<file path="config.mk">
export PLATFORM = sky130hd
export DESIGN_NAME = eval_sum
export DESIGN_NICKNAME = d
export VERILOG_FILES = /design/src/chess_pkg.sv /design/src/eval_pkg.sv /design/src/eval_sum.sv
export SDC_FILE = /design/constraint.sdc
export NUM_CORES = 1
export LEC_CHECK = 0
export BUFFER_PORTS_ARGS = -buffer_cell sky130_fd_sc_hd__buf_2
export CAP_MARGIN = 20
export CORE_UTILIZATION = 49
export DETAILED_ROUTE_END_ITERATION = 7
export PLACE_DENSITY = 0.75
export SKIP_CTS_REPAIR_TIMING = 1
export SLEW_MARGIN = 20
export SYNTH_ARGS = -nofsm -noshare
export SYNTH_HDL_FRONTEND = slang
export SYNTH_SLANG_ARGS = --single-unit
</file>
<file path="constraint.sdc">
create_clock -name clk -period 5.65 [get_ports clk]
set_clock_uncertainty 0.1 [all_clocks]
set_input_delay 1.13 -clock clk [delete_from_list [all_inputs] [get_ports clk]]
set_output_delay 1.13 -clock clk [all_outputs]
set_load 0.1 [all_outputs]
</file>
<file path="src/chess_pkg.sv">
package chess_pkg;

   localparam int num_files = 8;
   localparam int num_ranks = 8;

   // Square codes as delivered by the move generator.
   typedef enum logic [3:0]
   {
      empty        = 4'd0,
      white_pawn   = 4'd1,
      white_knight = 4'd2,
      white_bishop = 4'd3,
      white_rook   = 4'd4,
      white_queen  = 4'd5,
      white_king   = 4'd6,
      black_pawn   = 4'd9,
      black_knight = 4'd10,
      black_bishop = 4'd11,
      black_rook   = 4'd12,
      black_queen  = 4'd13,
      black_king   = 4'd14
   } piece_t; // Codes 7, 8 and 15 are never placed.

   // File 0 sits in the lowest nibble.
   typedef piece_t [num_files-1:0] rank_t;

   // Square rank * 8 + file starts at bit 4 * index.
   typedef rank_t [num_ranks-1:0] board_t;

endpackage

</file>
<file path="src/eval_pkg.sv">
package eval_pkg;

   // Material in centipawns.
   localparam int value_pawn   = 100;
   localparam int value_knight = 310;
   localparam int value_bishop = 320;
   localparam int value_rook   = 500;
   localparam int value_queen  = 900;
   localparam int value_king   = 5000;

   localparam int pop_shift  = 1; // Two points per attacked square.
   localparam int pop_width  = 6;

   localparam int square_width = 14;
   localparam int rank_width   = 17; // Eight kings fit with sign.
   localparam int eval_width   = 22;

   typedef logic signed [square_width-1:0] square_score_t;
   typedef logic signed [rank_width-1:0]   rank_score_t;
   typedef logic signed [eval_width-1:0]   eval_t;
   typedef logic [pop_width-1:0]           pop_t;

   // Side terms supplied with is_attacking_done.
   typedef struct packed
   {
      pop_t white_pop;
      pop_t black_pop;
      logic use_random_bit;
      logic random_bit;
      logic white_to_move;
   } eval_terms_t;

   typedef enum logic [2:0]
   {
      st_idle,
      st_wait_attack,
      st_score,
      st_sum,
      st_total,
      st_done
   } eval_state_t;

endpackage

</file>
<file path="src/eval_sum.sv">
module eval_sum
   import chess_pkg::*, eval_pkg::*;
(
   input  logic        clk,
   input  rank_score_t rank_scores [num_ranks],
   input  eval_terms_t terms,
   output eval_t       eval
);

   eval_t tie_break;
   eval_t white_mob;
   eval_t black_mob;
   eval_t mobility;
   eval_t total;

   // Side to move decides the sign of the random bit.
   always_comb
   begin
      if (!terms.use_random_bit)
      begin
         tie_break = '0;
      end
      else if (terms.white_to_move)
      begin
         tie_break = eval_t'(terms.random_bit);
      end
      else
      begin
         tie_break = -eval_t'(terms.random_bit);
      end
   end

   assign white_mob = eval_t'(terms.white_pop) <<< pop_shift;
   assign black_mob = eval_t'(terms.black_pop) <<< pop_shift;

   always_ff @(posedge clk)
   begin
      mobility <= white_mob - black_mob + tie_break;
   end

   always_comb
   begin
      total = mobility;
      for (int r = 0; r < num_ranks; r++)
      begin
         total = total + eval_t'(rank_scores[r]); // Sign extended.
      end
   end

   // One cycle after the rank sums.
   always_ff @(posedge clk)
   begin
      eval <= total;
   end

endmodule

</file>
==> impl_metrics.py <==
metrics = {
    "die": {
        "die_y_um": 112.4,
        "die_area_mm2": 0.01264,
        "placeableCoreArea_mm2": 0.01166,
        "horizontal_die_dimension_um": 112.4,
        "floorplan.initialDensity_pct": 51.22,
        "rows": 39,
        "io_pins": 174,
    },
    "placement": {
        "buffer_ports.inserted": 173,
        "place_hpwl_um": 10660,
        "gp_congestion": 0.8073,
        "preCtsSetupSlack_ps": 138.9,
    },
    "clocking": {
        "clkSlewWorstSetupHoldPaths_ps": 70,
        "max-clock-path-buffers": 2,
        "numCtsBuffers": 5,
        "tritoncts": "done",
        "htree_levels": 2,
        "cts_root_buf": "clkbuf_16",
        "clock_insertion_delay_worst_skew_ps": 280,
        "cts_num_sinks": 44,
    },
    "yosys": {
        "synth.ff_latch_count": 44,
        "yosys.cell_types.count": 42,
        "synth_common_cells": "inv_1 (205), fa_1 (140), dfxtp_1 (44)",
        "synth_edf_count": 0,
        "synthTopCellsByArea": "fa_1 (47%), dfxtp_1 (15%), inv_1 (13%)",
        "ys_warn_count": 0,
        "synth.yosys.seq_area_share_pct": 14.75,
        "post_synth_design_cell_area_mm2": 0.005973,
        "most_frequently_used_cell_type_in_the_post_synthesis_netlist": "inv_1",
        "synth_top_area_cell": "fa_1",
        "syn_area_per_cell_um2": 10.18,
        "syn_nets": 916,
        "postSynth.asyncResetShare_pct": 0,
        "dominantRegCellSynth": "dfxtp_1",
        "netlist.area_leader.share_pct": 46.92,
        "synthCells": 587,
    },
    "worst_setup_path": {
        "timing.setup.critical_path_class": "in -> reg",
        "critical-path-max-stage-delay_ps": 550,
        "cp.arrival_ps": 5380,
        "cpMaxStageDelayCell": "fa_1",
        "crit_fanout": 4,
        "critical_path.endpoint_type": "register",
        "critPathRequiredTime_ps": 5780,
        "critical-path-top-cell-by-count": "fa_1",
        "setup.reg_to_reg.worst_slack_ps": 1250,
        "crit_path_launch_type": "input port",
        "cp_cell_sequence": "buf_2, inv_1, fa_1, inv_1, fa_1, fa_1, inv_1, fa_1, inv_1, ha_1, fa_1, a21oi_1, o21ai_1, o22ai_2, o31ai_2, or4b_1, nand3_1",
    },
    "global_routing": {
        "grt-ovfl-total": 0,
        "grt_max_degree": 15,
        "grt_first_pass_wirelength_um": 20350,
        "grt_pass1_vias": 4724,
        "grt_util_all_layers_pct": 20.09,
        "grt_antenna_before_repair": 0,
    },
    "cells_and_area": {
        "multi_input_area_mm2": 0.004299,
        "register_area_um2": 880.8,
        "synthToLayoutAreaGrowth_pct": 19.79,
        "filler_cell_count": 975,
        "n_antenna_cell": 0,
        "net_count_reported_at_finish": 1093,
        "share_of_cells_above_drive_strength_1_pct": 24.97,
    },
    "drt": {
        "number_of_iterations_in_the_first_detailed_routing_pass": 4,
        "vias": 4273,
        "vias_per_cell": 4.706,
        "drt_iter0_markers": 107,
        "avgRoutedWirePerCell_um": 12.71,
        "residual_antenna_violating_net_count_after_detailed_routing": 0,
        "route.detailed.drc": 0,
        "routed_wl_um": 11540,
    },
    "worst_hold_path": {
        "hp-class": "reg -> reg",
    },
    "timing": {
        "rsz0062_at_grt": "no",
        "fin_setup_tns_ps": 0,
        "worst_slew_margin_rel_pct": 58.84,
        "maxClockFrequency_mhz": 190.5,
        "setup_viol_count_final": 0,
        "finalWorstPathRequiredPeriod_ps": 5250,
        "portion_of_the_clock_cycle_consumed_by_the_worst_path_in_the_final_layout_pct": 92.92,
        "hold_viol_final": 0,
        "worstMarginPinSlew_ps": 617.3,
        "final.hold.worst_slack_ps": 565.0,
        "final_worst_path_setup_slack_ps": 400.1,
        "maxSlewViolCount": 0,
    },
    "run": {
        "drv.max_cap_violation_count": 0,
    },
    "run_status": {
        "outcome": "finished clean",
    },
}
==> kinds of logic after synthesis <==
logic type               count (synthesis)  synth area share, %
AO/OA/AOI/OAI                           78                9.238
XOR/XNOR                                26                3.812
adder cells (fa/ha/maj)                177                54.67
buffers and inverters                  209                13.28
flip-flops                              44                14.75
AND/OR/NAND/NOR                         53                4.252
==> path summary, 6_finish.rpt <==
kind | cells after the start | endpoint | startpoint
setup reg to reg | 14 | eval[18] | mobility[2]
hold reg to reg | 2 | eval[0] | mobility[0]
hold / removal | 2 | eval[0] | mobility[0]
setup / recovery | 17 | eval[18] | rank_scores[2]
==> per-stage QoR <==
step | util [%] | area (um^2) | instances
2_1_floorplan | - | 5973 | 587
3_5_place_dp | 60.04 | 7002 | 900
3_3_place_gp | 60.04 | 7002 | 900
5_1_grt | 61.36 | 7156 | 908
6_report | 61.36 | 7156 | 908
4_1_cts | 61.36 | 7156 | 908
==> routing by layer <==
| metal | global-route usage (%) | vias to the layer above | part of all wire, % |
|---|---|---|---|
| met2 | 37.35 | 103 | 53 |
| met4 | 4.800 | 0 | 1.4 |
| met3 | 1.782 | 12 | 3.6 |
| met1 | 25.35 | 2089 | 42 |
| met5 | 0 | - | 0 |
| li1 | - | 2069 | - |
==> placed cells by master (no fill, tap or decap), types with 6 or more instances in the layout <==
cell type / instances
o21bai_1: 6
o21ai_0: 12
xnor2_1: 21
buf_2: 173
fa_1: 140
inv_1: 205
nor2_1: 15
a21o_1: 9
ha_1: 37
nand3_1: 7
nand2_1: 13
a21oi_1: 21
dfxtp_1: 44
nor2b_1: 6
==> worst max-delay path: cells and delay by family <==
kind / cells / cell delay [ps]
fa+ha+maj: 6 / 2780
compound gates: 4 / 620
simple gates: 2 / 570
buf+inv: 5 / 280
==> registers in the layout, summed over array words and instances (netlist names) <==
register	count
mobility	22
eval	22
==> final cells by class <==
| class | instances | share of cell area (%) |
|---|---|---|
| Timing Repair Buffer | 174 | 12.20 |
| Sequential cell | 44 | 12.31 |
| Tap cell | 143 | 2.500 |
| Clock inverter | 2 | 0.2098 |
| Clock buffer | 6 | 1.941 |
| Multi-Input combinational cell | 334 | 60.08 |
| Inverter | 205 | 10.75 |
Power is left out: the tool's default activity adds up to more than one toggle a clock period on the data nets, which glitch-free logic cannot reach.
