[src/chess_pkg.sv]
package chess_pkg;

   localparam int num_files = 8;
   localparam int num_ranks = 8;

   // Square codes as delivered by the move generator.
   typedef enum logic [3:0]
   {
      empty        = 4'd0,
      white_pawn   = 4'd1,
      white_knight = 4'd2,
      white_bishop = 4'd3,
      white_rook   = 4'd4,
      white_queen  = 4'd5,
      white_king   = 4'd6,
      black_pawn   = 4'd9,
      black_knight = 4'd10,
      black_bishop = 4'd11,
      black_rook   = 4'd12,
      black_queen  = 4'd13,
      black_king   = 4'd14
   } piece_t; // Codes 7, 8 and 15 are never placed.

   // File 0 sits in the lowest nibble.
   typedef piece_t [num_files-1:0] rank_t;

   // Square rank * 8 + file starts at bit 4 * index.
   typedef rank_t [num_ranks-1:0] board_t;

endpackage

[src/eval_pkg.sv]
package eval_pkg;

   // Material in centipawns.
   localparam int value_pawn   = 100;
   localparam int value_knight = 310;
   localparam int value_bishop = 320;
   localparam int value_rook   = 500;
   localparam int value_queen  = 900;
   localparam int value_king   = 5000;

   localparam int pop_shift  = 1; // Two points per attacked square.
   localparam int pop_width  = 6;

   localparam int square_width = 14;
   localparam int rank_width   = 17; // Eight kings fit with sign.
   localparam int eval_width   = 22;

   typedef logic signed [square_width-1:0] square_score_t;
   typedef logic signed [rank_width-1:0]   rank_score_t;
   typedef logic signed [eval_width-1:0]   eval_t;
   typedef logic [pop_width-1:0]           pop_t;

   // Side terms supplied with is_attacking_done.
   typedef struct packed
   {
      pop_t white_pop;
      pop_t black_pop;
      logic use_random_bit;
      logic random_bit;
      logic white_to_move;
   } eval_terms_t;

   typedef enum logic [2:0]
   {
      st_idle,
      st_wait_attack,
      st_score,
      st_sum,
      st_total,
      st_done
   } eval_state_t;

endpackage

[src/rank_scorer.sv]
module rank_scorer
   import chess_pkg::*, eval_pkg::*;
(
   input  logic        clk,
   input  rank_t       rank,
   output rank_score_t rank_score
);

   square_score_t square_scores [num_files];
   rank_score_t   rank_sum;

   function automatic square_score_t piece_value(input piece_t piece);
      case (piece)
         white_pawn:   return square_score_t'(value_pawn);
         white_knight: return square_score_t'(value_knight);
         white_bishop: return square_score_t'(value_bishop);
         white_rook:   return square_score_t'(value_rook);
         white_queen:  return square_score_t'(value_queen);
         white_king:   return square_score_t'(value_king);
         black_pawn:   return -square_score_t'(value_pawn);
         black_knight: return -square_score_t'(value_knight);
         black_bishop: return -square_score_t'(value_bishop);
         black_rook:   return -square_score_t'(value_rook);
         black_queen:  return -square_score_t'(value_queen);
         black_king:   return -square_score_t'(value_king);
         default:      return '0; // Empty and unused codes.
      endcase
   endfunction

   // First stage registers the material of each square.
   always_ff @(posedge clk)
   begin
      for (int f = 0; f < num_files; f++)
      begin
         square_scores[f] <= piece_value(rank[f]);
      end
   end

   always_comb
   begin
      rank_sum = '0;
      for (int f = 0; f < num_files; f++)
      begin
         rank_sum = rank_sum + rank_score_t'(square_scores[f]);
      end
   end

   // Stage two.
   always_ff @(posedge clk)
   begin
      rank_score <= rank_sum;
   end

endmodule

[config.mk]
export PLATFORM = sky130hd
export DESIGN_NAME = rank_scorer
export DESIGN_NICKNAME = d
export VERILOG_FILES = /design/src/chess_pkg.sv /design/src/eval_pkg.sv /design/src/rank_scorer.sv
export SDC_FILE = /design/constraint.sdc
export NUM_CORES = 1
export LEC_CHECK = 0
export ABC_CLOCK_PERIOD_IN_PS = 5000
export BUFFER_PORTS_ARGS = -buffer_cell sky130_fd_sc_hd__buf_2
export CAP_MARGIN = 20
export CORE_ASPECT_RATIO = 0.75
export CORE_MARGIN = 2
export CORE_UTILIZATION = 59
export DETAILED_ROUTE_END_ITERATION = 16
export PLACE_DENSITY_LB_ADDON = 0.12
export SLEW_MARGIN = 20
export SYNTH_ARGS = -nofsm -noshare
export SYNTH_HDL_FRONTEND = slang
export SYNTH_SLANG_ARGS = --single-unit
[constraint.sdc]
create_clock -name clk -period 5 [get_ports clk]
set_input_delay 1 -clock clk [delete_from_list [all_inputs] [get_ports clk]]
set_output_delay 1 -clock clk [all_outputs]
set_load 0.01 [all_outputs]
==> results.tsv, run 1 <==
stage	metric	value	unit
die	Die Wd	127	um
worst_setup_path	CP dominant cell by count	fa_1	
synthesis	Synth area leaders	dfxtp_1 (31%), fa_1 (22%), ha_1 (10%)	
outcome	status	completed	
worst_setup_path	R2R cell count	13	
global_route	GRT Total Usage	22.5	%
die	chip height	96.2	um
synthesis	Synth Area per Inst	9.22	um2
clocking	CTS Buffer Depth	2	
global_route	busiest grt layer	met2	
routing	Post-Route WL	12500	um
synthesis	number of enable flip-flop cells after synthesis	0	
sta	Setup WS post-layout	0.849	ns
sta	Period Utilization, post-route	83.0	%
global_route	first-pass GRT wire length	21100	um
routing	Routed Antenna Nets	0	
global_route	met1 Usage GRT	30.9	%
clocking	clock root buffer	clkbuf_16	
die	Starting Density	60.9	%
job	Max-Cap Viols	0	
synthesis	YS warnings	0	
sta	Final Max Slew Viols	0	
sta	final hold vios	0	
synthesis	ys async rst share	0	%
place	gp weighted congestion	0.888	
worst_setup_path	crit path DAT	4.38	ns
power	Power Total	4.81	mW
worst_setup_path	FF-to-FF Start	square_scores[0][45]	
synthesis	Synth top area share	31.1	%
synthesis	register area share after synthesis	31.1	%
worst_setup_path	Max stage delay on crit path	0.55	ns
global_route	met2 usage	36.4	%
clocking	Num CTS Buffers	9	
synthesis	Cell Area, Synth	6690	um2
global_route	antenna violations before repair	0	
worst_setup_path	Cell Chain, Critical Path	fa_1 -> inv_1 -> fa_1 -> fa_1 -> fa_1 -> inv_1 -> ha_1 -> inv_1 -> fa_1 -> o21a_1 -> o221ai_1 -> o221ai_1 -> xnor2_1	
routing	First-pass DRT Iterations	4	
worst_setup_path	reg2reg setup slack	0.85	ns
global_route	vias in the first global route	4518	
sta	RSZ-0062 raised after global routing	no	
synthesis	synth cell count leaders	inv_1 (163), dfxtp_1 (104), nand2_1 (81), fa_1 (75), ha_1 (56)	
synthesis	#FFs+latches synth	104	
sta	Tmin final	4.15	ns
synthesis	Yosys cell types	35	
clocking	TritonCTS clock tree	yes	
worst_hold_path	Worst Hold Path EP	rank_score[1]	
worst_setup_path	Bufs and invs on worst path	3	
routing	1st-iter DRT viols	212	
sta	Max Clk Rate	241	MHz
synthesis	top_reg_cell synth	dfxtp_1	
global_route	largest net degree at the start of global routing	18	
worst_setup_path	Worst path slowest cell	fa_1	
clocking	Clk pin slew, worst setup/hold paths	0.07	ns
place	Port Buffers	48	
clocking	CTS resizes	0	
die	standard-cell rows	33	
routing	Routed WL per cell	13.7	um
die	area of the die	12200	um2
sta	Total Neg Setup Slack	0	ns
worst_hold_path	Hold Path Origin	square_scores[1][29]	
cells_and_area	area added between synthesis and finish	9.22	%
worst_hold_path	Worst Hold Path Cells	2	
sta	clock skew	0.00639	ns
cells_and_area	Nets	932	
die	Core ar.	11000	um2
clocking	Hold-fix buffers, CTS	0	
routing	DRC	0	
worst_setup_path	crit start category	register	
die	# IOs	50	
synthesis	top-count cell post-synth	inv_1	
worst_setup_path	crit-path max FO	4	
clocking	Post-CTS Setup Inserts	0	
worst_hold_path	Hold WC Path Type	register to register	
clocking	clock tree sinks	104	
worst_setup_path	Top delay family on crit path	adder cells	
worst_setup_path	Worst Setup Path Type	register to register	
place	Setup Slack @ Placement	0.896	ns
power	leak pwr	3.71	nW
global_route	GR Overflow Total	0	
global_route	met3 usage	5.34	%
routing	vias	4504	
worst_setup_path	CP Capture Type	register	
worst_setup_path	CP required	5.23	ns
cells_and_area	share of cells above drive strength 1	9.97	%
synthesis	post-synth top area cell	dfxtp_1	
power	Peak VDD IR	0.450	mV
synthesis	Synth Instances	726	
power	P per Cell Area	658	nW/um2
place	DP HPWL	10400	um
synthesis	syn_nets	890	
routing	DR vias/cell	4.94	
cells_and_area	Ant. Diodes	0	
clocking	# H-tree levels	3	
clocking	Clock Latency Late Sink	0.34	ns
sta	Final setup violation count	0	
worst_setup_path	capturing point of the worst reg2reg path	rank_score[13]	
## logic make-up after synthesis
kind of cell | count (synthesis) | synth area share [%]
AO/OA/AOI/OAI | 126 | 11.4
XOR/XNOR | 13 | 1.70
adder cells (fa/ha/maj) | 131 | 32.9
buffers and inverters | 180 | 10.2
flip-flops | 104 | 31.1
multiplexers | 8 | 1.35
other | 1 | 0.0560
AND/OR/NAND/NOR | 163 | 11.3
## sequential cells by signal, summed over array words and instances (netlist names)
register	flops
square_scores	88
rank_score	16
## worst min-delay path, delay by kind of cell, from the launching register on
kind | cells | cell delay [ns]
flip-flops | 1 | 0.31
adder cells (fa/ha/maj) | 2 | 0.25
## worst max path at each step
stage | startpoint | end | slack (ns) | depth (start not counted)
floorplan | square_scores[0][45] | rank_score[13] | 1.14 | 13
global placement | square_scores[0][45] | rank_score[15] | 0.93 | 13
detailed placement | square_scores[0][45] | rank_score[15] | 0.90 | 13
CTS | square_scores[0][45] | rank_score[13] | 0.88 | 13
global route | square_scores[0][45] | rank_score[15] | 0.64 | 13
finish | square_scores[0][45] | rank_score[13] | 0.85 | 13
## where the power goes
part	internal [mW]	leakage [nW]	switching (mW)
clock network	0.338	0.137	0.300
logic	1.36	2.70	1.76
registers	1.02	0.872	0.0423
## through the flow
step                      instance area [um2]  instances  hold slack, ns  util [%]
after global placement                   7040        897           0.567      64.1
after detailed placement                 7040        897           0.567      64.1
after global routing                     7310        912           0.626      66.6
final                                    7310        912           0.582      66.6
after CTS                                7310        912           0.583      66.6
after floorplan                          6690        726           0.530         -
## layout by cell type, fill, tap and decap left out, types with 2 or more instances in the layout
master     instances
nand2_1           81
nor2b_1           31
ha_1              56
a21oi_1           46
nor2_1            23
buf_2             48
inv_1            163
nand2b_1          13
xnor2_1            9
o31ai_1            9
clkbuf_16          9
o221ai_1           3
a21o_1             8
a211oi_1           2
a21oi_2            2
clkinv_2           3
nor3_1             2
nand3_1            5
or3_1              4
mux2_2             8
dfxtp_1          104
fa_1              75
xor2_1             4
o21a_1            15
o21ai_0           35
## layout make-up
| type | count | area [um2] |
|---|---|---|
| multi-input combinational | 442 | 3930 |
| inverter | 163 | 612 |
| timing repair buffer | 48 | 240 |
| tap | 140 | 175 |
| fill | 891 | 3670 |
| sequential | 104 | 2080 |
| clock buffer | 9 | 225 |
| clock inverter | 6 | 43.8 |
## layer usage
metal  wire (um)  up-vias
met2        5400      108
met1        6260     2085
met3         652       15
met5           0        -
met4         181        0
li1            -     2296
No activity file was read; power rests on OpenSTA's default activity.
==> run 2: changes to the inputs <==
ABC_AREA = 1   (was default)
ABC_CLOCK_PERIOD_IN_PS = 3500   (was 5000)
CORE_UTILIZATION = 55   (was 59)
clock period = 3.5 ns   (was 5 ns; I/O delays follow)
==> run 2 against run 1 <==
- the run now ends with setup timing left
- critical endpoint is now rank_score[11]
- design area is 6.8% higher
- first-iteration DRC count is 62% higher
- register-to-register slack worse by 0.91 ns
- via count is 11% higher
- sequential share of layout area is 1.7 points lower
- cell count is 13% higher
- sequential cell count stayed put
- critical path type unchanged
- die area is 8.4% higher
==> results.tsv, run 2 <==
stage	metric	value	unit	change
global_route	GR Overflow Total	0		unchanged
synthesis	top-count cell post-synth	inv_1		unchanged
worst_setup_path	CP required	3.74	ns	was 5.23 ns
cells_and_area	Layout Cell Area excl Fill	7810	um2	was 7310 um2
place	DP HPWL	11500	um	was 10400 um
cells_and_area	share of cells above drive strength 1	16.2	%	was 9.97%
synthesis	#FFs+latches synth	104		unchanged
global_route	GRT Total Usage	22.6	%	was 22.5%
worst_hold_path	Hold WC Path Type	register to register		unchanged
global_route	first-pass GRT wire length	23300	um	was 21100 um
synthesis	Synth Instances	801		was 726
synthesis	register area share after synthesis	30.7	%	was 31.1%
cells_and_area	area added between synthesis and finish	15.1	%	was 9.22%
clocking	clock root buffer	clkbuf_16		unchanged
synthesis	Synth area leaders	dfxtp_1 (31%), fa_1 (22%), inv_1 (12%)		was dfxtp_1 (31%), fa_1 (22%), ha_1 (10%)
sta	RSZ-0062 raised after global routing	yes		was no
routing	Routed Antenna Nets	0		unchanged
synthesis	post-synth top area cell	dfxtp_1		unchanged
cells_and_area	top flop regs	square_scores (88), rank_score (16)		unchanged
routing	Post-Route WL	14000	um	was 12500 um
synthesis	syn_nets	965		was 890
place	Port Buffers	48		unchanged
synthesis	number of enable flip-flop cells after synthesis	0		unchanged
clocking	Clock Latency Late Sink	0.35	ns	was 0.34 ns
place	gp weighted congestion	0.923		was 0.888
clocking	CTS Buffer Depth	2		unchanged
worst_setup_path	crit path DAT	3.81	ns	was 4.38 ns
synthesis	synth cell count leaders	inv_1 (220), nand2_1 (126), dfxtp_1 (104), fa_1 (75), ha_1 (56)		was inv_1 (163), dfxtp_1 (104), nand2_1 (81), fa_1 (75), ha_1 (56)
sta	clock skew	0.00874	ns	was 0.00639 ns
clocking	Num CTS Buffers	9		unchanged
job	Max-Cap Viols	0		unchanged
outcome	failing checks	setup timing		
synthesis	top_reg_cell synth	dfxtp_1		unchanged
die	chip height	100	um	was 96.2 um
cells_and_area	commonest non-fill, non-tap cells in the layout	inv_1 (204), nand2_1 (117), dfxtp_1 (96)		was inv_1 (163), dfxtp_1 (104), nand2_1 (81)
synthesis	YS warnings	0		unchanged
routing	DRC	0		unchanged
die	Core ar.	12200	um2	was 11000 um2
global_route	vias in the first global route	4888		was 4518
clocking	TritonCTS clock tree	yes		unchanged
die	standard-cell rows	35		was 33
sta	Max Clk Rate	281	MHz	was 241 MHz
synthesis	ys async rst share	0	%	unchanged
global_route	largest net degree at the start of global routing	19		was 18
die	Starting Density	55.7	%	was 60.9%
die	area of the die	13300	um2	was 12200 um2
place	placed cell areas	7260	um2	was 7040 um2
die	Die Wd	132	um	was 127 um
cells_and_area	Ant. Diodes	0		unchanged
global_route	antenna violations before repair	0		unchanged
synthesis	Yosys cell types	23		was 35
sta	final hold vios	0		unchanged
worst_setup_path	CP Capture Type	register		unchanged
cells_and_area	Top reg by flops	square_scores		unchanged
clocking	clock tree sinks	104		unchanged
sta	Final Max Slew Viols	0		unchanged
routing	DR vias/cell	4.86		was 4.94
clocking	# H-tree levels	3		unchanged
clocking	Clk pin slew, worst setup/hold paths	0.07	ns	about the same
worst_setup_path	Worst Setup Path Type	register to register		unchanged
outcome	status	finished with violations		was completed
routing	1st-iter DRT viols	344		was 212
worst_setup_path	crit-path max FO	4		unchanged
synthesis	Cell Area, Synth	6790	um2	was 6690 um2
synthesis	Synth top area share	30.7	%	was 31.1%
cells_and_area	Nets	1024		was 932
sta	Setup WS post-layout	-0.0611	ns	was 0.849 ns
routing	vias	5006		was 4504
synthesis	Synth Area per Inst	8.47	um2	was 9.22 um2
routing	Routed WL per cell	13.6	um	was 13.7 um
routing	First-pass DRT Iterations	4		unchanged
worst_setup_path	crit start category	register		unchanged
sta	Tmin final	3.56	ns	was 4.15 ns
sta	Final setup violation count	5		was 0
die	# IOs	50		unchanged
cells_and_area	most common cell after layout, fill and taps aside	inv_1		unchanged
clocking	Hold-fix buffers, CTS	0		unchanged
cells_and_area	max reg flops	88		unchanged
sta	Period Utilization, post-route	102	%	was 83.0%
## run 2: changes by cell type in the layout (fill, tap and decap cells not counted), sizes merged, moves of 15 or more
cell	change
nor2	+24
inv	+57
o21a	-15
o211ai	+35
buf	+17
a21oi	-34
nand2	+45
nand3	+47
nor2b	-31
## run 2: metrics by stage
stage / setup TNS [ns] / std cells / util [%] / worst slack, ns / hold slack (ns)
3_3_place_gp: -0.271 / 1013 / 59.6 / -0.105 / 0.559
5_1_grt: -1.43 / 1031 / 64.2 / -0.204 / 0.628
6_report: -0.164 / 1031 / 64.2 / -0.0611 / 0.580
4_1_cts: -0.118 / 1030 / 63.4 / -0.0604 / 0.587
3_5_place_dp: -0.522 / 1013 / 59.6 / -0.134 / 0.558
2_1_floorplan: 0 / 801 / - / 0.0209 / 0.530
## run 2: kinds of logic after synthesis
| group | synth area share (%) |
|---|---|
| other | 0.0553 |
| XOR/XNOR | 1.16 |
| AND/OR/NAND/NOR | 14.1 |
| flip-flops | 30.7 |
| adder cells (fa/ha/maj) | 32.5 |
| AO/OA/AOI/OAI | 8.13 |
| buffers and inverters | 13.5 |
## run 2: worst paths after layout
kind / slack [ns] / endpoint / from / depth (start not counted)
setup / recovery: -0.06 / rank_score[11] / square_scores[0][45] / 14
hold / removal: 0.58 / rank_score[1] / square_scores[1][43] / 2
setup reg to reg: -0.06 / rank_score[11] / square_scores[0][45] / 14
hold reg to reg: 0.58 / rank_score[1] / square_scores[1][43] / 2
## run 2: what timing repair did
action | CTS | global route
pin swaps | 5 | 11
endpoints found under the hold margin | 0 | 0
setup endpoints to repair | 10 | 10
buffers inserted | 1 | 1
resized for setup | 23 | 39
## run 2: critical path, cell delays in order, from the launching register on
cell     delay (ns)
dfxtp_2        0.33
fa_1           0.54
inv_2          0.04
fa_1           0.58
fa_1           0.44
fa_1           0.43
inv_1          0.07
ha_2           0.18
inv_2          0.04
fa_2           0.38
nor2_4         0.12
nor2_4         0.05
nor2_1         0.09
nor2_1         0.05
xnor2_1        0.12
## run 2: cell type report
| cell class | count | area [um2] |
|---|---|---|
| Inverter | 220 | 826 |
| Fill cell | 1049 | 4360 |
| Sequential cell | 104 | 2090 |
| Clock inverter | 5 | 46.3 |
| Clock buffer | 11 | 253 |
| Multi-Input combinational cell | 460 | 4010 |
| Timing Repair Buffer | 65 | 372 |
| Tap cell | 166 | 208 |
## run 2: layer usage
layer	vias to the layer above	track usage [%]	share of wire, %
li1	2519	-	-
met1	2348	31.4	49
met2	123	36.7	45
met3	16	4.70	5.1
met4	0	5.29	1.4
met5	-	0	0
Power of run 2 is not shown: default switching activity piles up to over one toggle a cycle in this logic, so the estimate is an artifact.
