## config.mk

```make
export PLATFORM = sky130hd
export DESIGN_NAME = position_capture
export DESIGN_NICKNAME = d
export VERILOG_FILES = /design/src/chess_pkg.sv /design/src/eval_pkg.sv /design/src/position_capture.sv
export SDC_FILE = /design/constraint.sdc
export NUM_CORES = 1
export LEC_CHECK = 0
export BUFFER_PORTS_ARGS = -buffer_cell sky130_fd_sc_hd__buf_2
export CAP_MARGIN = 10
export CORE_AREA = 2 2 204 206
export DETAILED_ROUTE_END_ITERATION = 10
export DIE_AREA = 0 0 206 208
export GPL_ROUTABILITY_DRIVEN = 0
export PLACE_DENSITY = 0.43
export SYNTH_ARGS = -nofsm -noshare
export SYNTH_HDL_FRONTEND = slang
export SYNTH_SLANG_ARGS = --single-unit
```

## constraint.sdc

```tcl
create_clock -name clk -period 30.7 [get_ports clk]
set_input_delay 1.535 -clock clk [delete_from_list [all_inputs] [get_ports clk]]
set_output_delay 1.535 -clock clk [all_outputs]
set_load 0.02 [all_outputs]
```

## src/chess_pkg.sv

```systemverilog
package chess_pkg;

   localparam int num_files = 8;
   localparam int num_ranks = 8;

   // Square codes as delivered by the move generator.
   typedef enum logic [3:0]
   {
      empty        = 4'd0,
      white_pawn   = 4'd1,
      white_knight = 4'd2,
      white_bishop = 4'd3,
      white_rook   = 4'd4,
      white_queen  = 4'd5,
      white_king   = 4'd6,
      black_pawn   = 4'd9,
      black_knight = 4'd10,
      black_bishop = 4'd11,
      black_rook   = 4'd12,
      black_queen  = 4'd13,
      black_king   = 4'd14
   } piece_t; // Codes 7, 8 and 15 are never placed.

   // File 0 sits in the lowest nibble.
   typedef piece_t [num_files-1:0] rank_t;

   // Square rank * 8 + file starts at bit 4 * index.
   typedef rank_t [num_ranks-1:0] board_t;

endpackage

```

## src/eval_pkg.sv

```systemverilog
package eval_pkg;

   // Material in centipawns.
   localparam int value_pawn   = 100;
   localparam int value_knight = 310;
   localparam int value_bishop = 320;
   localparam int value_rook   = 500;
   localparam int value_queen  = 900;
   localparam int value_king   = 5000;

   localparam int pop_shift  = 1; // Two points per attacked square.
   localparam int pop_width  = 6;

   localparam int square_width = 14;
   localparam int rank_width   = 17; // Eight kings fit with sign.
   localparam int eval_width   = 22;

   typedef logic signed [square_width-1:0] square_score_t;
   typedef logic signed [rank_width-1:0]   rank_score_t;
   typedef logic signed [eval_width-1:0]   eval_t;
   typedef logic [pop_width-1:0]           pop_t;

   // Side terms supplied with is_attacking_done.
   typedef struct packed
   {
      pop_t white_pop;
      pop_t black_pop;
      logic use_random_bit;
      logic random_bit;
      logic white_to_move;
   } eval_terms_t;

   typedef enum logic [2:0]
   {
      st_idle,
      st_wait_attack,
      st_score,
      st_sum,
      st_total,
      st_done
   } eval_state_t;

endpackage

```

## src/position_capture.sv

```systemverilog
module position_capture
   import chess_pkg::*, eval_pkg::*;
(
   input  logic   clk,
   input  logic   reset,
   input  logic   board_valid,
   input  logic   is_attacking_done,
   input  logic   clear_eval,
   input  board_t board_in,
   output board_t board,
   output logic   eval_valid
);

   eval_state_t state;

   // Board follows the input while idle and freezes once a strobe is seen.
   always_ff @(posedge clk)
   begin
      if (state == st_idle)
      begin
         board <= board_in;
      end
   end

   always_ff @(posedge clk)
   begin
      if (reset)
      begin
         state <= st_idle;
      end
      else
      begin
         case (state)
            st_idle:
            begin
               if (board_valid)
               begin
                  state <= st_wait_attack;
               end
            end
            st_wait_attack:
            begin
               if (is_attacking_done)
               begin
                  state <= st_score; // Attack counts and terms now stable.
               end
            end
            st_score:
            begin
               state <= st_sum;
            end
            st_sum:
            begin
               state <= st_total;
            end
            st_total:
            begin
               state <= st_done;
            end
            st_done:
            begin
               if (clear_eval)
               begin
                  state <= st_idle;
               end
            end
            default:
            begin
               state <= st_idle;
            end
         endcase
      end
   end

   // One cycle behind st_done, so the flag trails the state by an edge.
   always_ff @(posedge clk)
   begin
      if (reset)
      begin
         eval_valid <= 1'b0;
      end
      else
      begin
         eval_valid <= (state == st_done);
      end
   end

endmodule

```

==> metrics.md, run 1 <==
| Metric | Value |
|---|---|
| Status | finished clean |
| Fin crit period | 3240 ps |
| Synth Cell Area | 7870 um2 |
| Seq pwr share | 49.9% |
| Post-synth cell types | 14 |
| Vias in the first global route | 5,123 |
| HP Class | reg -> reg |
| Setup CP Type | reg -> reg |
| CP dominant cell by count | buf_4 |
| Post-CTS Setup Bufs | 0 |
| Vias per inst | 3.57 |
| Clock latency on the worst-skew pair | 550 ps |
| H-tree level count | 1 |
| Critical path's top delay family | buffers and inverters |
| Synth Register Bits | 260 |
| Total congestion overflow | 0 |
| # fillers | 4,154 |
| Num rows | 74 |
| CP startpoint kind | register |
| Unrepaired setup endpoints after global routing | false |
| Slew HR | 39.5% |
| Post-route ant nets | 0 |
| Syn Inst Count | 274 |
| Skew final | 9.74 ps |
| CTS root buffer | clkbuf_16 |
| Final period util | 10.6% |
| Setup TNS | 0 ps |
| Vias | 4,925 |
| Final Power | 0.000913 W |
| Fin. Hold Viols | 0 |
| Largest net degree at the start of global routing | 73 |
| Top post-synthesis cells by area | edfxtp_1, dfxtp_1, nand3b_1, and4bb_2, a211o_2 |
| Comb pwr share | 14.9% |
| Layout cells sized above 1 | 66.6% |
| Final HPWL DP | 18,000 um |
| Worst stage delay on the critical path | 840 ps |
| Drt drc | 0 |
| Gr usage total | 9.94% |
| Layout net count | 1,086 |
| Max_cap viols | 0 |
| Worst Path Max Fanout | 72 |
| Crit. End Element | register |
| Syn Nets | 535 |
| Clock Path Buffers | 3 |
| CTS buffer count | 28 |
| # IOs | 518 |
| Iteration count of the initial detailed-routing pass | 4 |
| Post-Route WL | 23,100 um |
| Worst path required time | 30,870 ps |
| Slowest CP cell | buf_4 |
| Library cell with the largest summed area after synthesis | edfxtp_1 |
| Area Growth Syn to Fin | 53.0% |
| Die ar. | 42,800 um2 |
| Initial antenna violation count | 9 |
| Switching Share | 26.3% |
| Clock-pin slew on the worst setup and hold paths | 60 ps |
| Area of the core | 40,600 um2 |
| Leak | 5.11 nW |
| Int Power | 0.000673 W |
| CTS tree | built |
| Port bufs | 517 |
| Power per cell area | 75.8 nW/um2 |
| Worst-margin pin slew | 907 ps |
| Die X | 206 um |
| Worst vdd ir | 0.0388 mV |
| Cts hold-fix bufs | 0 |
| WL/cell | 16.8 um |
| CP Data Arrival Time | 3410 ps |
| Final setup violation count | 0 |
| Initial DRC count | 207 |
| Share of the synthesized area in the top cell type | 97.7% |
| Slew Limit Fails | 0 |
| Sequential fraction of the synthesis area | 98.7% |
| Critical path, cell by cell | nor3_4, buf_4, buf_4, buf_4 |
| Sink Count | 260 |
| Sw power | 0.000240 W |
| Clock Power Share | 35.1% |
| PostCTS Resize Cnt | 0 |
| Max Freq | 308 MHz |
| Ys Warns | 0 |
| Die height | 208 um |
| Syn Area/Cell | 28.7 um2 |
| Initial Util | 19.4% |
| Critical path buffers and inverters | 3 |
| Global-route wire length before repair | 31,700 um |
synth_stat cells:
cell,n
dfxtp_1,4
and2b_1,1
and4bb_2,1
a221o_1,1
nor3_2,1
a211o_2,1
nand2_1,1
nor3_1,1
nand3b_1,2
a21oi_1,2
edfxtp_1,256
mux2i_1,1
inv_1,1
nor2b_1,1
registers in the layout, summed over array words and instances (netlist names):
name,flops
board,256
eval_valid,1
state,3
path summary, 6_finish.rpt:
check        slack, ps                   from  cells after the start               endpoint
min reg2reg        570  state[0]$_SDFFE_PP0P_                      1  state[0]$_SDFFE_PP0P_
max              27460  state[1]$_SDFFE_PP0P_                      4    board[46]$_DFFE_PN_
max reg2reg      27460  state[1]$_SDFFE_PP0P_                      4    board[46]$_DFFE_PN_
min                570  state[0]$_SDFFE_PP0P_                      1  state[0]$_SDFFE_PP0P_
layout make-up:
cell class	count	area (um2)	area share, %
antenna	3	7.51	0.0624
clock buffer	35	748	6.21
clock inverter	15	124	1.03
inverter	1	3.75	0.0312
multi-input combinational	13	106	0.883
sequential	260	7770	64.5
tap	532	666	5.53
timing repair buffer	521	2620	21.7
routing by layer:
metal | up-vias | GRT usage, % | wire length [um]
met1 | 2308 | 9.90 | 7720
met4 | 12 | 3.13 | 485
met2 | 329 | 17.6 | 11500
met5 | - | 0 | 78
met3 | 47 | 5.37 | 3380
li1 | 2229 | - | -
power groups by stage:
stage | combinational (W) | sequential, W | clock [W]
after floorplan | 0.0000161 | 0.000533 | 0
after global placement | 0.000140 | 0.000462 | 0
after detailed placement | 0.000140 | 0.000463 | 0
after CTS | 0.000140 | 0.000457 | 0.000335
after global routing | 0.000146 | 0.000460 | 0.000348
final | 0.000136 | 0.000456 | 0.000321
per-stage QoR:
stage | cells | util (%) | hold slack (ps) | area, um2 | setup WS [ps]
2_1_floorplan | 274 | - | 488 | 7870 | 19490
3_3_place_gp | 1327 | 27.5 | 574 | 11200 | 27450
3_5_place_dp | 1327 | 27.5 | 566 | 11200 | 27430
4_1_cts | 1377 | 29.7 | 574 | 12000 | 27420
5_1_grt | 1379 | 29.7 | 616 | 12000 | 27170
6_report | 1380 | 29.7 | 570 | 12000 | 27460
layout by cell type, fill, tap and decap left out:
master / n
a211o_2: 1
a21oi_1: 2
a221o_1: 1
and2b_1: 1
and4bb_2: 1
buf_2: 517
buf_4: 4
bufinv_16: 2
clkbuf_1: 6
clkbuf_16: 29
clkinv_1: 5
clkinv_2: 6
clkinvlp_4: 2
dfxtp_1: 4
diode_2: 3
edfxtp_1: 256
inv_1: 1
mux2i_1: 1
nand2_1: 1
nand3b_1: 2
nor2b_1: 1
nor3_1: 1
nor3_4: 1
cells by family after synthesis:
group	Yosys count	synth area share, %
compound gates	4	0.382
buf+inv	1	0.0476
flops	260	98.7
mux	1	0.127
simple gates	8	0.763
Power figures use the tool's default switching activity.
==> inputs of run 2 (changes only) <==
ABC_AREA = 1   (was default)
CORE_AREA = 2 2 203 205   (was 2 2 204 206)
DIE_AREA = 0 0 205 207   (was 0 0 206 208)
PLACE_DENSITY = 0.45   (was 0.43)
clock period = 2.8 ns   (was 30.7 ns; I/O delays follow)
==> metrics.md, run 2 <==
| Metric | Value |
|---|---|
| Prevailing post-synth register cell | edfxtp_1 (unchanged) |
| Most frequent cell after synthesis | edfxtp_1 (unchanged) |
| Ys Warns | 0 (unchanged) |
| Clock Path Buffers | 3 (unchanged) |
| Leak | 6.25 nW (was 5.11 nW) |
| R2r worst-path depth | 4 (unchanged) |
| CTS buffer count | 28 (unchanged) |
| Worst-margin pin slew | 827 ps (was 907 ps) |
| Synth cell count leaders | edfxtp_1, dfxtp_1, nand2_1, inv_1, nand3_1 (was edfxtp_1, dfxtp_1, a21oi_1, nand3b_1) |
| Area of the core | 40,400 um2 (was 40,600 um2) |
| Synth async-reset ratio | 0% (unchanged) |
| Post-Route WL | 24,900 um (was 23,100 um) |
| CP startpoint | state[1]$_SDFFE_PP0P_ (unchanged) |
| Final HPWL DP | 17,100 um (was 18,000 um) |
| Area Growth Syn to Fin | 86.3% (was 53.0%) |
| Sequential fraction of the synthesis area | 98.3% (was 98.7%) |
| Layout net count | 1,356 (was 1,086) |
| Num rows | 74 (unchanged) |
| Die height | 207 um (was 208 um) |
| Die ar. | 42,400 um2 (was 42,800 um2) |
| Number of synthesized flops with an enable pin | 256 (unchanged) |
| WL/cell | 15.1 um (was 16.8 um) |
| Gr usage total | 11.1% (was 9.94%) |
| Fin. Hold Viols | 0 (unchanged) |
| Post-route ant nets | 0 (unchanged) |
| Synth Register Bits | 260 (unchanged) |
| Top post-synthesis cells by area | edfxtp_1, dfxtp_1, nand3_1, nand2_1, nor2_2 (was edfxtp_1, dfxtp_1, nand3b_1, and4bb_2, a211o_2) |
| CP startpoint kind | register (unchanged) |
| PostCTS Resize Cnt | 0 (unchanged) |
| Max Freq | 513 MHz (was 308 MHz) |
| CTS root buffer | clkbuf_16 (unchanged) |
| Library cell with the largest summed area after synthesis | edfxtp_1 (unchanged) |
| Skew final | 8.68 ps (was 9.74 ps) |
| Post-synth cell types | 17 (was 14) |
| Vias | 5,881 (was 4,925) |
| Syn Nets | 546 (was 535) |
| Initial Util | 19.6% (was 19.4%) |
| Largest Register | board (unchanged) |
| Status | finished clean (unchanged) |
| Global-route wire length before repair | 36,200 um (was 31,700 um) |
| Worst path required time | 2960 ps (was 30,870 ps) |
| Worst hold start | is_attacking_done (was state[0]$_SDFFE_PP0P_) |
| Largest net degree at the start of global routing | 130 (was 73) |
| Placed Area | 11,200 um2 (about the same) |
| Initial antenna violation count | 2 (was 9) |
| Max_cap viols | 0 (unchanged) |
| Slew HR | 44.9% (was 39.5%) |
| Die X | 205 um (was 206 um) |
| Routing usage on met3 | 4.00% (was 5.37%) |
| Final setup violation count | 0 (unchanged) |
| Most frequent cells in the layout | buf_2, dlygate4sd3_1, edfxtp_1 (was buf_2, edfxtp_1, clkbuf_16) |
| Share of the synthesized area in the top cell type | 97.2% (was 97.7%) |
| Fin crit period | 1950 ps (was 3240 ps) |
| Worst vdd ir | 0.539 mV (was 0.0388 mV) |
| Clock-pin slew on the worst setup and hold paths | 60 ps (about the same) |
| # IOs | 518 (unchanged) |
| Finished Cell Area | 14,700 um2 (was 12,000 um2) |
| Synth Cell Area | 7910 um2 (was 7870 um2) |
| Syn Area/Cell | 27.7 um2 (was 28.7 um2) |
| Grt peak-use layer | met2 (unchanged) |
| Vias in the first global route | 6,568 (was 5,123) |
| Power per cell area | 733 nW/um2 (was 75.8 nW/um2) |
| Drt drc | 0 (unchanged) |
| Port bufs | 517 (unchanged) |
| HP Class | in -> reg (was reg -> reg) |
| Worst Path Max Fanout | 129 (was 72) |
| Sink Count | 260 (unchanged) |
| Commonest non-fill, non-tap cell in the layout | buf_2 (unchanged) |
| Slew Limit Fails | 0 (unchanged) |
| Largest register FFs | 256 (unchanged) |
| Largest registers | board (256), state (3), eval_valid (1) (unchanged) |
| Iteration count of the initial detailed-routing pass | 6 (was 4) |
| Reg2reg start | state[1]$_SDFFE_PP0P_ (unchanged) |
| Hold depth | 6 (was 1) |
| Crit. End Element | register (unchanged) |
| CP Data Arrival Time | 2110 ps (was 3410 ps) |
| Vias per inst | 3.56 (was 3.57) |
| Setup CP Type | reg -> reg (unchanged) |
| Unrepaired setup endpoints after global routing | false (unchanged) |
| CTS tree | built (unchanged) |
| Total congestion overflow | 0 (unchanged) |
| Final period util | 69.6% (was 10.6%) |
| Setup slack after layout | 852 ps (was 27,460 ps) |
| Grt met2 use | 20.7% (was 17.6%) |
| Pre-CTS setup slack | 867 ps (was 27,430 ps) |
| Clock latency on the worst-skew pair | 540 ps (was 550 ps) |
| Met1 GRT Util | 11.5% (was 9.90%) |
| Layout cells sized above 1 | 51.0% (was 66.6%) |
| Initial DRC count | 238 (was 207) |
| H-tree level count | 1 (unchanged) |
| Syn Inst Count | 285 (was 274) |
==> run 2: report_power, final <==
part	switching, W	total, W	internal (W)
Combinational	0.00130	0.00204	0.000736
Sequential	0.000137	0.00512	0.00498
Clock	0.00146	0.00363	0.00217
Total	0.00290	0.0108	0.00789
==> run 2: worst paths after layout <==
kind                                end  slack (ps)
setup reg to reg   board[158]$_DFFE_PN_         850
hold / removal    state[0]$_SDFFE_PP0P_         170
hold reg to reg   state[2]$_SDFFE_PP0P_         530
setup / recovery   board[158]$_DFFE_PN_         850
==> run 2: kinds of logic (layout without fill, tap and decap cells) <==
family                 count (synthesis)  after routing  share of synthesized area, %
AOI/OAI and AO/OA                      5              5                         0.364
buffers and inverters                  6            838                         0.380
DFF                                  260            260                          98.3
other                                  0              1                             0
and+or+nand+nor                       14             14                         0.997
==> run 2: metal layers <==
metal,wire (um),vias up,share of wire [%]
met3,2350,44,9.4
met2,13100,290,52
li1,-,2774,-
met1,8890,2773,36
met4,621,0,2.5
met5,0,-,0
==> run 2: timing repair <==
action,4_1_cts,5_1_grt
endpoints found under the setup margin,0,0
hold buffers,260,0
setup buffers,0,0
endpoints found under the hold margin,260,0
==> run 2: final cells by class <==
cell class                      instances  area [um2]
Tap cell                              532         666
Multi-Input combinational cell         19         115
Clock inverter                         13         141
Sequential cell                       260        7770
Clock buffer                           39         763
Timing Repair Buffer                  781        5250
Fill cell                            3847       25600
Antenna cell                            1        2.50
Inverter                                5        22.5
==> run 2: critical path, stage by stage (launching register included) <==
cell        delay (ps)
dfxtp_2            360
nor2_4             150
nand2_2             80
clkinvlp_4         270
buf_12             450
==> run 2: metrics by stage <==
| step | hold WS (ps) | total power (W) | std cells | TNS (ps) | utilization [%] |
|---|---|---|---|---|---|
| final | 166 | 0.0108 | 1650 | 0 | 36.5 |
| after global routing | 166 | 0.0113 | 1650 | 0 | 36.5 |
| after CTS | 85.2 | 0.0110 | 1649 | 0 | 36.5 |
| after detailed placement | 318 | 0.00697 | 1337 | 0 | 27.8 |
| after global placement | 317 | 0.00696 | 1337 | 0 | 27.8 |
| after floorplan | 199 | 0.00622 | 285 | -497960 | - |
==> inputs of run 3 (changes only) <==
clock period = 1.7 ns   (was 2.8 ns; I/O delays follow)
==> metrics.md, run 3 (same netlist as run 2, synthesis figures left out) <==
| Metric | Value |
|---|---|
| H-tree level count | 1 (unchanged) |
| Worst-margin pin slew | 201 ps (was 827 ps) |
| Die ar. | 42,400 um2 (unchanged) |
| CTS buffer count | 28 (unchanged) |
| Crit. End Element | register (unchanged) |
| Slew Limit Fails | 0 (unchanged) |
| Worst stage delay on the critical path | 540 ps (was 450 ps) |
| CP startpoint kind | register (unchanged) |
| Port bufs | 517 (unchanged) |
| Initial DRC count | 167 (was 238) |
| Worst Path Max Fanout | 6 (was 129) |
| CP Data Arrival Time | 1900 ps (was 2110 ps) |
| Initial antenna violation count | 0 (was 2) |
| Unrepaired setup endpoints after global routing | false (unchanged) |
| CTS tree | built (unchanged) |
| Max_cap viols | 0 (unchanged) |
| Area of the core | 40,400 um2 (unchanged) |
| Worst path required time | 2120 ps (was 2960 ps) |
| Final period util | 87.3% (was 69.6%) |
| Iteration count of the initial detailed-routing pass | 4 (was 6) |
| Largest Register | board (unchanged) |
| Largest register FFs | 256 (unchanged) |
| Critical path, cell by cell | inv_2, nand4_1, nand2_1, o21bai_1, nor2_2, dlygate4sd3_1 (was nor2_4, nand2_2, clkinvlp_4, buf_12) |
| Drt drc | 0 (unchanged) |
| HP Class | in -> reg (unchanged) |
| Leak | 6.37 nW (was 6.25 nW) |
| Layout net count | 1,378 (was 1,356) |
| Routing usage on met3 | 3.79% (was 4.00%) |
| # IOs | 518 (unchanged) |
| Final setup violation count | 0 (unchanged) |
| Num rows | 74 (unchanged) |
| Largest registers | board (256), state (3), eval_valid (1) (unchanged) |
| Setup TNS | 0 ps (unchanged) |
| Slew HR | 86.4% (was 44.9%) |
| Power per cell area | 1180 nW/um2 (was 733 nW/um2) |
| Largest net degree at the start of global routing | 23 (was 130) |
| Post-route ant nets | 0 (unchanged) |
| Worst vdd ir | 0.821 mV (was 0.539 mV) |
| Vias in the first global route | 6,578 (was 6,568) |
| Final Power | 0.0176 W (was 0.0108 W) |
| Die height | 207 um (unchanged) |
| Vias | 5,924 (was 5,881) |
| Fin crit period | 1480 ps (was 1950 ps) |
| Max Freq | 674 MHz (was 513 MHz) |
| Commonest non-fill, non-tap cell in the layout | buf_2 (unchanged) |
| Setup CP Type | reg -> reg (unchanged) |
| # fillers | 3,820 (was 3,847) |
| Grt peak-use layer | met2 (unchanged) |
| Post-Route WL | 25,200 um (was 24,900 um) |
| WL/cell | 15.1 um (about the same) |
| Die X | 205 um (unchanged) |
| Final HPWL DP | 18,100 um (was 17,100 um) |
| Vias per inst | 3.55 (was 3.56) |
| PostCTS Resize Cnt | 0 (unchanged) |
| CTS root buffer | clkbuf_16 (unchanged) |
| Gr usage total | 11.2% (was 11.1%) |
| Most frequent cells in the layout | buf_2, dlygate4sd3_1, edfxtp_1 (unchanged) |
| Met1 GRT Util | 11.8% (was 11.5%) |
| Clock-pin slew on the worst setup and hold paths | 60 ps (about the same) |
| Sink Count | 260 (unchanged) |
| Grt met2 use | 21.2% (was 20.7%) |
| Area Growth Syn to Fin | 88.9% (was 86.3%) |
| Total congestion overflow | 0 (unchanged) |
| Status | finished clean (unchanged) |
| Initial Util | 19.6% (unchanged) |
| Antenna cells | 0 (was 1) |
| Global-route wire length before repair | 36,600 um (was 36,200 um) |
| Skew final | 9.76 ps (was 8.68 ps) |
| Fin. Hold Viols | 0 (unchanged) |
| Slowest CP cell | dlygate4sd3_1 (was buf_12) |
| Clock latency on the worst-skew pair | 540 ps (about the same) |
| Clock Path Buffers | 3 (unchanged) |
| Layout cells sized above 1 | 51.8% (was 51.0%) |
-- run 3: cell count changes in the layout (fill, tap and decap cells not counted) --
cell | previous run | this run
clkinv_1 | 4 | 3
diode_2 | 1 | 0
buf_4 | 2 | 15
clkbuf_1 | 10 | 12
buf_12 | 2 | 10
clkinv_2 | 4 | 3
inv_8 | 0 | 1
clkinv_4 | 1 | 0
dlygate4sd3_1 | 260 | 261
clkbuf_8 | 0 | 2
bufinv_16 | 3 | 0
-- run 3: area by class of cell --
type,count,area [um2],area share [%]
inverter,5,22.5,0.151
timing repair buffer,803,5510,36.9
multi-input combinational,19,115,0.771
clock buffer,43,798,5.35
clock inverter,8,45.0,0.302
tap,532,666,4.46
sequential,260,7770,52.0
-- run 3: routing by layer --
layer | part of all wire, % | wire length (um)
met5 | 0 | 0
met2 | 52 | 13200
met3 | 8.7 | 2190
met4 | 2.2 | 543
met1 | 37 | 9300
-- run 3: worst paths after layout --
path,depth (start not counted),startpoint,slack (ps),end
min reg2reg,2,state[0]$_SDFFE_PP0P_,530,eval_valid$_SDFF_PP0_
min,2,board_in[52],250,board[52]$_DFFE_PN_
max reg2reg,6,state[1]$_SDFFE_PP0P_,220,state[0]$_SDFFE_PP0P_
max,6,state[1]$_SDFFE_PP0P_,220,state[0]$_SDFFE_PP0P_
-- run 3: timing repair --
| action | CTS | global route |
|---|---|---|
| setup buffers | 0 | 0 |
| hold buffers | 261 | 0 |
| endpoints found under the hold margin | 260 | 0 |
| setup endpoints to repair | 0 | 0 |
-- run 3: per-stage QoR --
step | worst slack, ps | instance area (um2) | hold WS [ps] | util [%] | cells
6_report | 216 | 14900 | 250 | 37.0 | 1670
5_1_grt | 128 | 14900 | 220 | 37.0 | 1670
4_1_cts | 234 | 14900 | 212 | 37.0 | 1670
3_5_place_dp | 239 | 11500 | 263 | 28.4 | 1358
3_3_place_gp | 236 | 11500 | 262 | 28.4 | 1358
2_1_floorplan | -3050 | 7920 | 144 | - | 285
-- run 3: critical path, delay by kind of cell (launching register included) --
family	cells	cell delay, ps
buffers and inverters	2	600
DFF	1	390
and+or+nand+nor	3	210
AOI/OAI and AO/OA	1	160
-- run 3: power by group --
part / total [W] / leakage (nW) / switching (W) / internal (W)
logic: 0.00363 / 3.35 / 0.00219 / 0.00143
clock network: 0.00557 / 0.409 / 0.00235 / 0.00322
registers: 0.00843 / 2.61 / 0.000238 / 0.00819
